**config.mk**
```make
export PLATFORM = sky130hd
export DESIGN_NAME = data_lane_align
export DESIGN_NICKNAME = d
export VERILOG_FILES = /design/src/logic/mem_pkg.sv /design/src/logic/data_lane_align.sv
export VERILOG_INCLUDE_DIRS = /design/src /design/src/logic
export SDC_FILE = /design/constraint.sdc
export NUM_CORES = 1
export LEC_CHECK = 0
export ABC_CLOCK_PERIOD_IN_PS = 1400
export BUFFER_PORTS_ARGS = -buffer_cell sky130_fd_sc_hd__buf_2
export CORE_AREA = 2 2 70 72
export CTS_BUF_LIST = sky130_fd_sc_hd__clkbuf_16
export CTS_CLUSTER_DIAMETER = 60
export DETAILED_ROUTE_END_ITERATION = 7
export DIE_AREA = 0 0 72 74
export PLACE_DENSITY = 0.86
export SLEW_MARGIN = 20
export SYNTH_ARGS = -nofsm -noshare
export SYNTH_HDL_FRONTEND = slang
export SYNTH_SLANG_ARGS = --single-unit
```
**constraint.sdc**
```tcl
create_clock -name clk -period 1.4 [get_ports clk]
set_input_delay 0 -clock clk [delete_from_list [all_inputs] [get_ports clk]]
set_output_delay 0 -clock clk [all_outputs]
set_load 0.05 [all_outputs]
```
**src/logic/mem_settings.svh**
```systemverilog
`ifndef MEM_SETTINGS_SVH
`define MEM_SETTINGS_SVH

// ---------------------------------------------------------------------------
// Memory geometry
// ---------------------------------------------------------------------------

// Word address width, RAM holds 2**N words
`define MEM_WORD_ADDR_BITS 10

// Byte address adds the two lane-select bits
`define MEM_BYTE_ADDR_BITS (`MEM_WORD_ADDR_BITS + 2)

// ---------------------------------------------------------------------------
// Access-size codes on the data port
// ---------------------------------------------------------------------------

`define MEM_SIZE_BYTE 2'd0
`define MEM_SIZE_HALF 2'd1
`define MEM_SIZE_WORD 2'd2

`endif
```
**src/logic/mem_pkg.sv**
```systemverilog
`include "mem_settings.svh"

package mem_pkg;

    // -----------------------------------------------------------------------
    // Plain vectors with a meaning
    // -----------------------------------------------------------------------

    // One data word
    typedef logic [31:0] word_t;
    // Byte-lane write enables, bit 0 is bits 7:0
    typedef logic [3:0] byte_en_t;
    // Address counted in words
    typedef logic [`MEM_WORD_ADDR_BITS-1:0] word_addr_t;
    // Address counted in bytes
    typedef logic [`MEM_BYTE_ADDR_BITS-1:0] byte_addr_t;
    // Holds one of the MEM_SIZE_* codes
    typedef logic [1:0] access_size_t;

    // -----------------------------------------------------------------------
    // Bundles
    // -----------------------------------------------------------------------

    // Data-port request from the core
    typedef struct packed {
        byte_addr_t   addr;
        word_t        wdata;
        access_size_t size;
        // Zero-extend loads when set
        logic         is_unsigned;
        logic         write;
    } data_req_t;

    // Word-level request into RAM port B
    typedef struct packed {
        word_addr_t addr;
        // All zero means a read
        byte_en_t   byte_en;
        word_t      wdata;
    } ram_req_t;

    // Kept until the read data comes back
    typedef struct packed {
        logic [1:0]   offset;
        access_size_t size;
        logic         is_unsigned;
    } load_ctx_t;

endpackage

```
**src/logic/data_lane_align.sv**
```systemverilog
`timescale 1ns/10ps

`include "mem_settings.svh"

module data_lane_align
    import mem_pkg::*;
(
    input  logic      clk,
    input  logic      rst_n,

    // Core side
    input  logic      data_en,
    input  data_req_t data_req,
    output word_t     data_rdata,
    output logic      data_ready,
    output logic      data_misaligned,

    // RAM port B side
    output logic      ram_b_en,
    output ram_req_t  ram_b_req,
    input  word_t     b_rdata,
    input  logic      b_ready
);

    // Byte offset inside the addressed word
    logic [1:0] req_offset;
    // Request crosses a word boundary
    logic       req_misaligned;
    // Lane mask for a store
    byte_en_t   lane_mask;
    // Store data copied into every lane it could land in
    word_t      wdata_rep;

    // Context for the returning load
    load_ctx_t  ctx_q;
    logic       pend_misaligned_q;

    // Read data moved down to bit 0
    word_t      rdata_shifted;
    // Extended load result
    word_t      rdata_ext;

    // -----------------------------------------------------------------------
    // Request side
    // -----------------------------------------------------------------------

    assign req_offset = data_req.addr[1:0];

    always_comb begin
        req_misaligned = 1'b0;
        lane_mask      = 4'b1111;
        wdata_rep      = data_req.wdata;
        case (data_req.size)
            `MEM_SIZE_BYTE: begin
                lane_mask = 4'b0001 << req_offset;
                wdata_rep = {4{data_req.wdata[7:0]}};
            end
            `MEM_SIZE_HALF: begin
                // Odd address spills into the next lane pair
                req_misaligned = req_offset[0];
                lane_mask      = 4'b0011 << req_offset;
                wdata_rep      = {2{data_req.wdata[15:0]}};
            end
            default: begin
                // Word, and the unused code treated the same way
                req_misaligned = (req_offset != 2'b00);
            end
        endcase
    end

    // Misaligned requests never reach the RAM
    assign ram_b_en          = data_en & ~req_misaligned;
    assign ram_b_req.addr    = data_req.addr[`MEM_BYTE_ADDR_BITS-1:2];
    // Loads go out with no lanes enabled
    assign ram_b_req.byte_en = data_req.write ? lane_mask : 4'b0000;
    assign ram_b_req.wdata   = wdata_rep;

    // -----------------------------------------------------------------------
    // Held across the RAM latency
    // -----------------------------------------------------------------------

    always_ff @(posedge clk) begin
        if (!rst_n) begin
            pend_misaligned_q <= 1'b0;
        end else begin
            pend_misaligned_q <= data_en & req_misaligned;
        end
    end

    always_ff @(posedge clk) begin
        if (data_en) begin
            ctx_q.offset      <= req_offset;
            ctx_q.size        <= data_req.size;
            ctx_q.is_unsigned <= data_req.is_unsigned;
        end
    end

    // -----------------------------------------------------------------------
    // Answer side
    // -----------------------------------------------------------------------

    // Offset in bytes times eight gives the bit shift
    assign rdata_shifted = b_rdata >> {ctx_q.offset, 3'b000};

    always_comb begin
        case (ctx_q.size)
            `MEM_SIZE_BYTE: begin
                rdata_ext = ctx_q.is_unsigned ? {24'b0, rdata_shifted[7:0]}
                                              : {{24{rdata_shifted[7]}}, rdata_shifted[7:0]};
            end
            `MEM_SIZE_HALF: begin
                rdata_ext = ctx_q.is_unsigned ? {16'b0, rdata_shifted[15:0]}
                                              : {{16{rdata_shifted[15]}}, rdata_shifted[15:0]};
            end
            default: begin
                rdata_ext = rdata_shifted;
            end
        endcase
    end

    // Zero data on a rejected access
    assign data_rdata      = pend_misaligned_q ? '0 : rdata_ext;
    assign data_ready      = b_ready | pend_misaligned_q;
    assign data_misaligned = pend_misaligned_q;

endmodule

```
# Word-level counts from Yosys, hierarchy flattened
# Index checks and enable logic that the tools add are counted.
[word_totals]
ff_bits = 6
[classes]
bitwise_logic = 4
eq_ne = 2
shift = 3
mux = 8
reduce_logical = 3
[ops]
columns = ["cell", "count"]
rows = [
  ["one-hot mux 32 bit (2 select lines)", 2],
  ["two-way mux 32 bit", 3],
  [">> shifter 32 x 5 -> 32 bit", 1],
  ["one-hot mux 4 bit (2 select lines)", 1],
  ["== test 2 x 1 -> 1 bit, second input constant", 2],
  ["logical NOT 2 bit", 2],
  ["two-way mux 4 bit", 1],
  ["left shift 1 x 2 -> 4 bit, first input constant", 1],
  ["left shift 2 x 2 -> 4 bit, first input constant", 1],
  ["AND 1 bit", 2],
  ["one-hot mux 1 bit (2 select lines)", 1],
  ["nonzero test 2 bit", 1],
  ["NOT 1 bit", 1],
  ["OR 1 bit", 1],
]

# Logic depth before layout (Yosys ltp)
# Gate-level depths: netlist of the first run.
[depth]
word_depth = 4
ltp_mapped = 6
ltp_nobuf = 4

# Worst setup path before layout of the first run
# OpenSTA, ideal clock, no wires.
[synth_path]
path_kind = "flip-flop to output port"
startpoint = "register ctx_q[3] (netlist bit)"
endpoint = "output data_rdata[0]"
path_slack_ns = -0.677
arrival_ns = 2.077
required_ns = 1.400
path_stages_with_launch = 5
n_path_buf = 3
path_cell_list = "edfxtp_1 > buf_4 > buf_4 > buf_2 > a211oi_1"
[synth_between]
elab_chain_len = 4
word_cells_on_any_way = 5
cone_classes = "shift: 1; mux: 4"
[synth_rtl]
columns = ["element", "line_no", "rtl"]
rows = [
  ["start, declared", "data_lane_align.sv:35", "load_ctx_t ctx_q;"],
  [">> shifter 32 x 5 -> 32 bit (*)", "data_lane_align.sv:103", "assign rdata_shifted = b_rdata >> {ctx_q.offset, 3'b000};"],
  ["two-way mux 32 bit, on equally long branches", "data_lane_align.sv:112, data_lane_align.sv:108", ""],
  ["one-hot mux 32 bit (2 select lines) (*)", "data_lane_align.sv:106", "case (ctx_q.size)"],
  ["two-way mux 32 bit (*)", "data_lane_align.sv:122", "assign data_rdata = pend_misaligned_q ? '0 : rdata_ext;"],
  ["end, declared", "data_lane_align.sv:14", "output word_t data_rdata,"],
]
# Every way passes the cells marked *; elsewhere a longest branch is shown, timed or not.

# Final worst setup path of the first run
[layout_path]
startpoint = "register ctx_q[4] (netlist bit)"
endpoint = "output data_rdata[13]"
# Same word-level chain as after synthesis.

==> flow_metrics.tcl, run 1 <==
set metrics [dict create \
    synthTopCellsByArea "mux2_2, a211oi_1, buf_4" \
    core_um2 4600 \
    final_util 0.726 \
    grt.overflow.total 0 \
    synth.cell_area_um2 1650 \
    drc 0 \
    fin_cells 421 \
    powerDensity_nw_per_um2 887 \
    worst_slack_ns -0.475 \
    combPwrFrac 0.766 \
    yosysMostFrequentCell "nand2_1" \
    dr.pass1.iters 4 \
    worstPathCellList "buf_6, buf_12, mux2i_2, nor2_1, a211oi_1, nor2_2, buf_6" \
    status "complete, but fails checks" \
    failed_checks "setup timing" \
    grt_pass1_vias 2201 \
    synth_common_cells "nand2_1, mux2_2, a211oi_1, buf_4, nor2_1" \
    crit_path_end_kind "output pin" \
    crit_arrival_ns 1.88 \
    syn2layout_area_growth_pct 103 \
    timing.hold.ws_ns 0.000109 \
    synth_flop_cell "edfxtp_1" \
    hold_viol 0 \
    dp.cells 404 \
    worstMarginPinSlew_ns 0.401 \
    rsz0062_at_grt "true" \
    drv_cap 0 \
    crit_required_ns 1.40 \
    drive_above_1_share 0.763 \
    placementRows 25 \
    yosys_warnings 0 \
    p_int_w 0.00144 \
    power_w 0.00296 \
    htreeDepth 1 \
    cts_tree "done" \
    postSynthCellCount 213 \
    seqPwrFrac 0.077 \
    cp_top_family "buffers and inverters" \
    p_switching_w 0.00152 \
    setup_viol 32 \
    numCtsBuffers 3 \
    diodes 0 \
    wire_per_inst_um 20.4 \
    final_antenna_net_count 0 \
    fp.dieH_um 74 \
    crit_type "reg2out" \
    relSlewSlack 0.733 \
    gp_congestion 0.938 \
    synth_area_per_cell_um2 7.74 \
    startpoint_type "register" \
    die_x_um 72 \
    grt_max_degree 19 \
    yosys.cell_types.count 32 \
    route.vias.total 2353 \
    period_share 1.34 \
    grt_pass1_wl_um 10600 \
    viasPerCell 5.59 \
    slowest_stage "mux2i_2" \
    ys_seq_area_frac 0.103 \
    cts_sinks 6 \
    sw_frac_of_total 0.512 \
    clkPwrFrac 0.157 \
    cp_common_cell "buf_6" \
    design.die.area_um2 5330 \
    grt_usage 0.257 \
    slowest_delay_ns 0.36 \
    io_pins 165 \
    cp_max_fo 13 \
    path_clk_slew_ns 0.03 \
    cp_num_buf_inv 3 \
    ys_seq_elements 6 \
    dr.first_iter.drc_count 171 \
    dp_hpwl_um 4820 \
    ctsRootBufferMaster "clkbuf_16" \
    nets 452 \
    cts_buffer_depth 2 \
    yosys.area.top_type "mux2_2" \
    synth-edff-count 5 \
    finalWirelength_um 8570 \
    io_buffers 144 \
    whs_path_depth 0 \
    p_leak_nw 1.58 \
    yosysTopAreaCellShare 0.171 \
    hp-start "data_req[39]" \
    fmax_mhz 533 \
    min_to "ram_b_req[37]" \
    synth_nets 297 \
    antenna_found_initial 0 \
    hp-class "in2out" \
    ir_drop_mv 0.591 \
    final_max_slew_viol_count 0 \
    synthArstFlopShare 0 \
    initial_core_util 0.359 \
    period_needed_ns 1.88 \
]
metrics by stage:
step                setup TNS, ns  area (um^2)  worst slack (ns)
finish                     -11.08         3340            -0.475
global route               -12.85         3340            -0.547
CTS                         -9.72         3120            -0.378
detailed placement          -5.02         2680            -0.285
global placement            -3.57         2680            -0.249
floorplan                   -1.92         1880            -0.158
sequential cells by signal, indices dropped and copies added, names as in the netlist:
register	cells
ctx_q	5
data_misaligned	1
layout by cell type, fill, tap and decap left out, types with 5 or more instances in the layout:
| master | n |
|---|---|
| buf_12 | 7 |
| edfxtp_1 | 5 |
| nor2_1 | 12 |
| nand2_1 | 25 |
| a211oi_2 | 11 |
| mux2_2 | 25 |
| o21ai_1 | 9 |
| mux2i_1 | 12 |
| nor2_2 | 5 |
| buf_6 | 28 |
| nor2b_4 | 6 |
| a211oi_4 | 8 |
| buf_2 | 112 |
| nor2b_1 | 5 |
| buf_8 | 10 |
| buf_4 | 25 |
| nand2_4 | 16 |
power groups by stage:
stage | registers [W] | clock network [W] | logic, W
after CTS | 0.000226 | 0.000473 | 0.00205
after global placement | 0.000227 | 0 | 0.00178
final | 0.000228 | 0.000466 | 0.00227
after global routing | 0.000229 | 0.000486 | 0.00234
after floorplan | 0.000228 | 0 | 0.00141
after detailed placement | 0.000228 | 0 | 0.00180
final cells by class:
type | instances | area (um^2)
fillers | 288 | 1260
well taps | 54 | 67.6
multi-input cells | 172 | 1620
repair buffers | 185 | 1400
flip-flops and latches | 6 | 171
clock buffers | 3 | 75.1
clock inverters | 1 | 3.75
how the worst max path moves through the flow:
stage	start	end	cells after the start
finish	ctx_q[4]	data_rdata[13]	7
detailed placement	ctx_q[4]	data_rdata[14]	6
global placement	ctx_q[4]	data_rdata[14]	6
CTS	ctx_q[2]	data_rdata[15]	6
floorplan	ctx_q[4]	data_rdata[10]	5
global route	ctx_q[4]	data_rdata[13]	7
logic make-up (layout without fill, tap and decap cells):
logic type             count (synthesis)  after routing  share of synthesized area
buffers and inverters                 35            189                      0.150
and+or+nand+nor                       87             87                      0.288
AOI/OAI and AO/OA                     42             42                      0.169
muxes                                 43             43                      0.290
DFF                                    6              6                      0.103
layer usage:
metal  vias up  GRT usage  routed length, um  part of all wire
met1      1095      0.259               2810              0.33
met5         -          0                  0                 0
li1       1037          -                  -                 -
met3        37     0.0339                778             0.091
met2       184      0.513               4510              0.53
met4         0      0.132                470             0.055
timing repair:
| action | CTS | global route |
|---|---|---|
| endpoints found under the setup margin | 32 | 32 |
| setup buffers | 5 | 7 |
| pin swaps | 4 | 10 |
| endpoints found under the hold margin | 2 | 0 |
| gates resized for setup | 77 | 46 |
| hold buffers | 2 | 0 |
| cloned | 1 | 0 |
Note: power is estimated with default switching activity, not from simulation.
==> run 2: changes to the inputs <==
ABC_AREA = 1   (was default)
CORE_AREA = 2 2 65 80   (was 2 2 70 72)
DIE_AREA = 0 0 67 82   (was 0 0 72 74)
==> flow_metrics.tcl, run 2 <==
set metrics [dict create \
    fmax_mhz 565 \
    cp_max_fo 13 \
    regMostFlops "ctx_q" \
    htreeDepth 1 \
    largest_reg_flops 5 \
    worstMarginPinSlew_ns 0.431 \
    yosysTopAreaCellShare 0.259 \
    antenna_found_initial 0 \
    synth_nets 396 \
    seqPwrFrac 0.078 \
    crit_path_end_kind "output pin" \
    whs_path_depth 0 \
    period_share 1.26 \
    worst_slack_ns -0.369 \
    die_x_um 67 \
    layout_common_cells "nand2_1, buf_2, buf_6" \
    ys_seq_area_frac 0.0978 \
    layout_commonest_cell "nand2_1" \
    finalWirelength_um 8190 \
    p_int_w 0.00131 \
    yosysMostFrequentCell "nand2_1" \
    combPwrFrac 0.757 \
    grt.overflow.total 0 \
    hold_viol 0 \
    postSynthCellCount 312 \
    design.die.area_um2 5490 \
    dp_hpwl_um 5610 \
    rsz0062_at_grt "true" \
    hp-class "in2out" \
    clkPwrFrac 0.165 \
    wire_per_inst_um 15.9 \
    hp-start "data_req[43]" \
    synthArstFlopShare 0 \
    drive_above_1_share 0.515 \
    ys_seq_elements 6 \
    crit_arrival_ns 1.77 \
    io_buffers 144 \
    relSlewSlack 0.709 \
    viasPerCell 5.56 \
    fp.dieH_um 82 \
    period_needed_ns 1.77 \
    synth_area_per_cell_um2 5.57 \
    dr.pass1.iters 6 \
    numCtsBuffers 3 \
    placementRows 28 \
    crit_required_ns 1.40 \
    failed_checks "setup timing" \
    grt_pass1_wl_um 11800 \
    diodes 0 \
    sw_frac_of_total 0.537 \
    dp_slack_ns -0.212 \
    synthTopCellsByArea "nand2_1, o21ai_0, buf_4" \
    synth_flop_cell "edfxtp_1" \
    grt_pass1_vias 2559 \
    startpoint_type "register" \
    path_clk_slew_ns 0.03 \
    ctsRootBufferMaster "clkbuf_16" \
    ir_drop_mv 0.553 \
    setup_viol 32 \
    drv_cap 0 \
    drc 0 \
    core_um2 4760 \
    p_leak_nw 1.70 \
    crit_type "reg2out" \
    synth_common_cells "nand2_1, o21ai_0, nand3_1" \
    final_antenna_net_count 0 \
    initial_core_util 0.365 \
    powerDensity_nw_per_um2 919 \
    cts_sinks 6 \
    route.vias.total 2869 \
    yosys.area.top_type "nand2_1" \
    p_switching_w 0.00152 \
    cts_buffer_depth 2 \
    nets 541 \
    yosys_warnings 0 \
    status "complete, but fails checks" \
    grt_usage 0.279 \
    yosys.cell_types.count 27 \
    dr.first_iter.drc_count 397 \
    synth.cell_area_um2 1740 \
    io_pins 165 \
    gp_congestion 1.02 \
    grt_max_degree 23 \
    cts_tree "done" \
    final_max_slew_viol_count 0 \
    synth-edff-count 5 \
    final.setup.tns_ns -9.90 \
    syn2layout_area_growth_pct 77.5 \
    min_to "ram_b_req[41]" \
]
[run 2: cell types whose count changed in the layout (fill, tap and decap cells not counted), sizes merged, moves of 6 or more]
cell	delta
mux2i	-18
a21oi	+10
nor2b	-12
buf	-6
o211a	+7
nand2	+79
inv	+22
nand3	+31
mux2	-25
o21ai	+21
a211oi	-22
[run 2: worst max-delay path, stage by stage, from the launching register on]
cell,delay (ns)
edfxtp_1,0.49
inv_4,0.16
buf_12,0.16
nand2_1,0.05
o21ai_1,0.12
nand2_1,0.13
nand2_1,0.08
nand2_1,0.08
nor2_4,0.12
buf_6,0.16
[run 2: cells by family after synthesis]
family / synth area share
buffers and inverters: 0.194
AO/OA/AOI/OAI: 0.194
flip-flops: 0.0978
AND/OR/NAND/NOR: 0.514
[run 2: through the flow]
step                instance area, um^2   util  total power [W]  hold WS [ns]  instances
floorplan                          1810      -          0.00162        0.0989        312
global placement                   2570  0.539          0.00197      0.000341        504
detailed placement                 2570  0.539          0.00199      0.000341        504
CTS                                2980  0.626          0.00273      0.000341        514
global route                       3090  0.648          0.00295      0.000292        516
finish                             3090  0.648          0.00284      0.000109        516
[run 2: layout make-up]
type | instances | area, um^2
clock buffers | 3 | 75.1
fillers | 354 | 1680
multi-input cells | 245 | 1390
flip-flops and latches | 6 | 170
inverters | 22 | 90.1
clock inverters | 1 | 3.75
repair buffers | 179 | 1280
well taps | 60 | 75.1
[run 2: worst max-delay path by stage]
stage                startpoint             end  slack (ns)  cells after the start
floorplan           data_req[3]   ram_b_req[10]       -0.17                      4
global route           ctx_q[3]  data_rdata[21]       -0.44                      9
CTS                    ctx_q[3]   data_rdata[9]       -0.31                      7
detailed placement     ctx_q[3]  data_rdata[16]       -0.21                      8
finish                 ctx_q[3]  data_rdata[21]       -0.37                      9
global placement       ctx_q[3]  data_rdata[16]       -0.18                      8
[run 2: power groups by stage]
stage | Combinational [W] | Sequential [W] | Clock, W
6_report | 0.00215 | 0.000222 | 0.000468
5_1_grt | 0.00224 | 0.000223 | 0.000490
4_1_cts | 0.00203 | 0.000221 | 0.000476
3_5_place_dp | 0.00177 | 0.000224 | 0
3_3_place_gp | 0.00175 | 0.000223 | 0
2_1_floorplan | 0.00140 | 0.000223 | 0
[run 2: repair_timing]
action | CTS | global route
resized for setup | 80 | 25
cloned | 2 | 0
setup endpoints to repair | 32 | 32
hold buffers | 1 | 0
buffers inserted | 3 | 2
pin swaps | 4 | 11
endpoints found under the hold margin | 1 | 0
[run 2: routing by layer]
| metal | GRT usage | vias up | part of all wire |
|---|---|---|---|
| met4 | 0.135 | 0 | 0.054 |
| met3 | 0.0753 | 53 | 0.12 |
| li1 | - | 1281 | - |
| met1 | 0.272 | 1273 | 0.32 |
| met5 | 0 | - | 0 |
| met2 | 0.532 | 262 | 0.50 |
==> run 3: changes to the inputs <==
BUFFER_PORTS_ARGS = -buffer_cell sky130_fd_sc_hd__buf_4   (was -buffer_cell sky130_fd_sc_hd__buf_2)
==> flow_metrics.tcl, run 3 (synthesis gave the netlist of run 2 again) <==
set metrics [dict create \
    status "complete, but fails checks" \
    failed_checks "setup timing" \
    startpoint_type "register" \
    worst_slack_ns -0.337 \
    die_x_um 67 \
    ir_drop_mv 0.550 \
    cp_max_fo 8 \
    layout_common_cells "buf_4, nand2_1, buf_6" \
    grt_pass1_vias 2498 \
    htreeDepth 1 \
    dr.first_iter.drc_count 337 \
    period_needed_ns 1.74 \
    dp_hpwl_um 5970 \
    grt_pass1_wl_um 11400 \
    drive_above_1_share 0.559 \
    period_share 1.24 \
    rsz0062_at_grt "true" \
    regMostFlops "ctx_q" \
    drv_cap 0 \
    grt.overflow.total 0 \
    initial_core_util 0.365 \
    io_pins 165 \
    drc 0 \
    path_clk_slew_ns 0.03 \
    crit_type "reg2out" \
    dr.pass1.iters 5 \
    largest_reg_flops 5 \
    final_antenna_net_count 0 \
    crit_path_end_kind "output pin" \
    p_leak_nw 1.83 \
    power_w 0.00300 \
    worstMarginPinSlew_ns 0.376 \
    placementRows 28 \
    layout_commonest_cell "buf_4" \
    whs_path_depth 0 \
    final_max_slew_viol_count 0 \
    crit_required_ns 1.40 \
    ctsRootBufferMaster "clkbuf_16" \
    relSlewSlack 0.746 \
    finalWirelength_um 8700 \
    route.vias.total 2868 \
    wire_per_inst_um 16.9 \
    diodes 0 \
    fmax_mhz 576 \
    crit_arrival_ns 1.74 \
    antenna_found_initial 0 \
    core_um2 4760 \
    hold_viol 0 \
    nets 541 \
    numCtsBuffers 3 \
    syn2layout_area_growth_pct 101 \
    cts_sinks 6 \
    fp.dieH_um 82 \
    postPlaceCellArea_um2 2950 \
    cts_tree "done" \
    grt_max_degree 28 \
    hp-class "in2out" \
    fin_area_um2 3500 \
    viasPerCell 5.56 \
    cts_buffer_depth 2 \
    design.die.area_um2 5490 \
    setup_viol 31 \
    powerDensity_nw_per_um2 858 \
    io_buffers 144 \
    gp_congestion 0.921 \
    grt_usage 0.274 \
]
==> run 3: cell count changes in the layout (fill, tap and decap cells not counted), sizes merged <==
| cell | delta |
|---|---|
| dlygate4sd3 | +2 |
| buf | -1 |
| bufbuf | -1 |
| clkinv | +1 |
| inv | -1 |
==> run 3: final timing paths <==
check / start / to
setup / recovery: ctx_q[3] / data_rdata[22]
hold / removal: data_req[43] / ram_b_req[41]
==> run 3: routing by layer <==
metal  GRT usage  vias up  wire length (um)
li1            -     1286                 -
met4       0.178        0               542
met1       0.265     1269              2720
met3      0.0589       52              1100
met2       0.514      261              4350
met5           0        -                 0
==> run 3: layout make-up <==
type	instances	area (um^2)
clock buffers	3	75.1
clock inverters	1	3.75
fillers	338	1270
inverters	22	92.6
multi-input cells	245	1510
flip-flops and latches	6	170
well taps	60	75.1
repair buffers	179	1570
==> run 3: repair_timing <==
item | CTS | global route
endpoints found under the hold margin | 3 | 0
endpoints found under the setup margin | 32 | 34
setup buffers | 3 | 1
pin swaps | 10 | 12
gates resized for setup | 77 | 41
gates cloned | 1 | 0
hold buffers | 3 | 0
==> run 3: power breakdown <==
group / leakage, nW / switching (W) / internal (W) / total, W
sequential: 0.0571 / 0.0000119 / 0.000210 / 0.000221
clock: 0.0423 / 0.0000980 / 0.000370 / 0.000468
combinational: 1.73 / 0.00146 / 0.000853 / 0.00231
total: 1.83 / 0.00157 / 0.00143 / 0.00300
==> run 3: metrics by stage <==
stage / hold slack [ns] / instances / setup TNS (ns) / util / setup slack [ns]
after floorplan: 0.0989 / 312 / -3.36 / - / -0.165
after global placement: 0.000341 / 505 / -1.42 / 0.618 / -0.0888
after detailed placement: 0.000341 / 505 / -2.38 / 0.618 / -0.129
after CTS: 0.000341 / 515 / -7.01 / 0.701 / -0.275
after global routing: 0.000292 / 516 / -9.62 / 0.734 / -0.400
final: 0.000109 / 516 / -7.72 / 0.734 / -0.337
==> run 3: critical path: stages (launching register included) <==
cell	delay [ns]
edfxtp_1	0.42
clkinv_4	0.15
buf_6	0.17
o21ai_4	0.21
nand2_1	0.08
nand2_1	0.07
nand2_1	0.09
nor2_4	0.15
buf_8	0.16
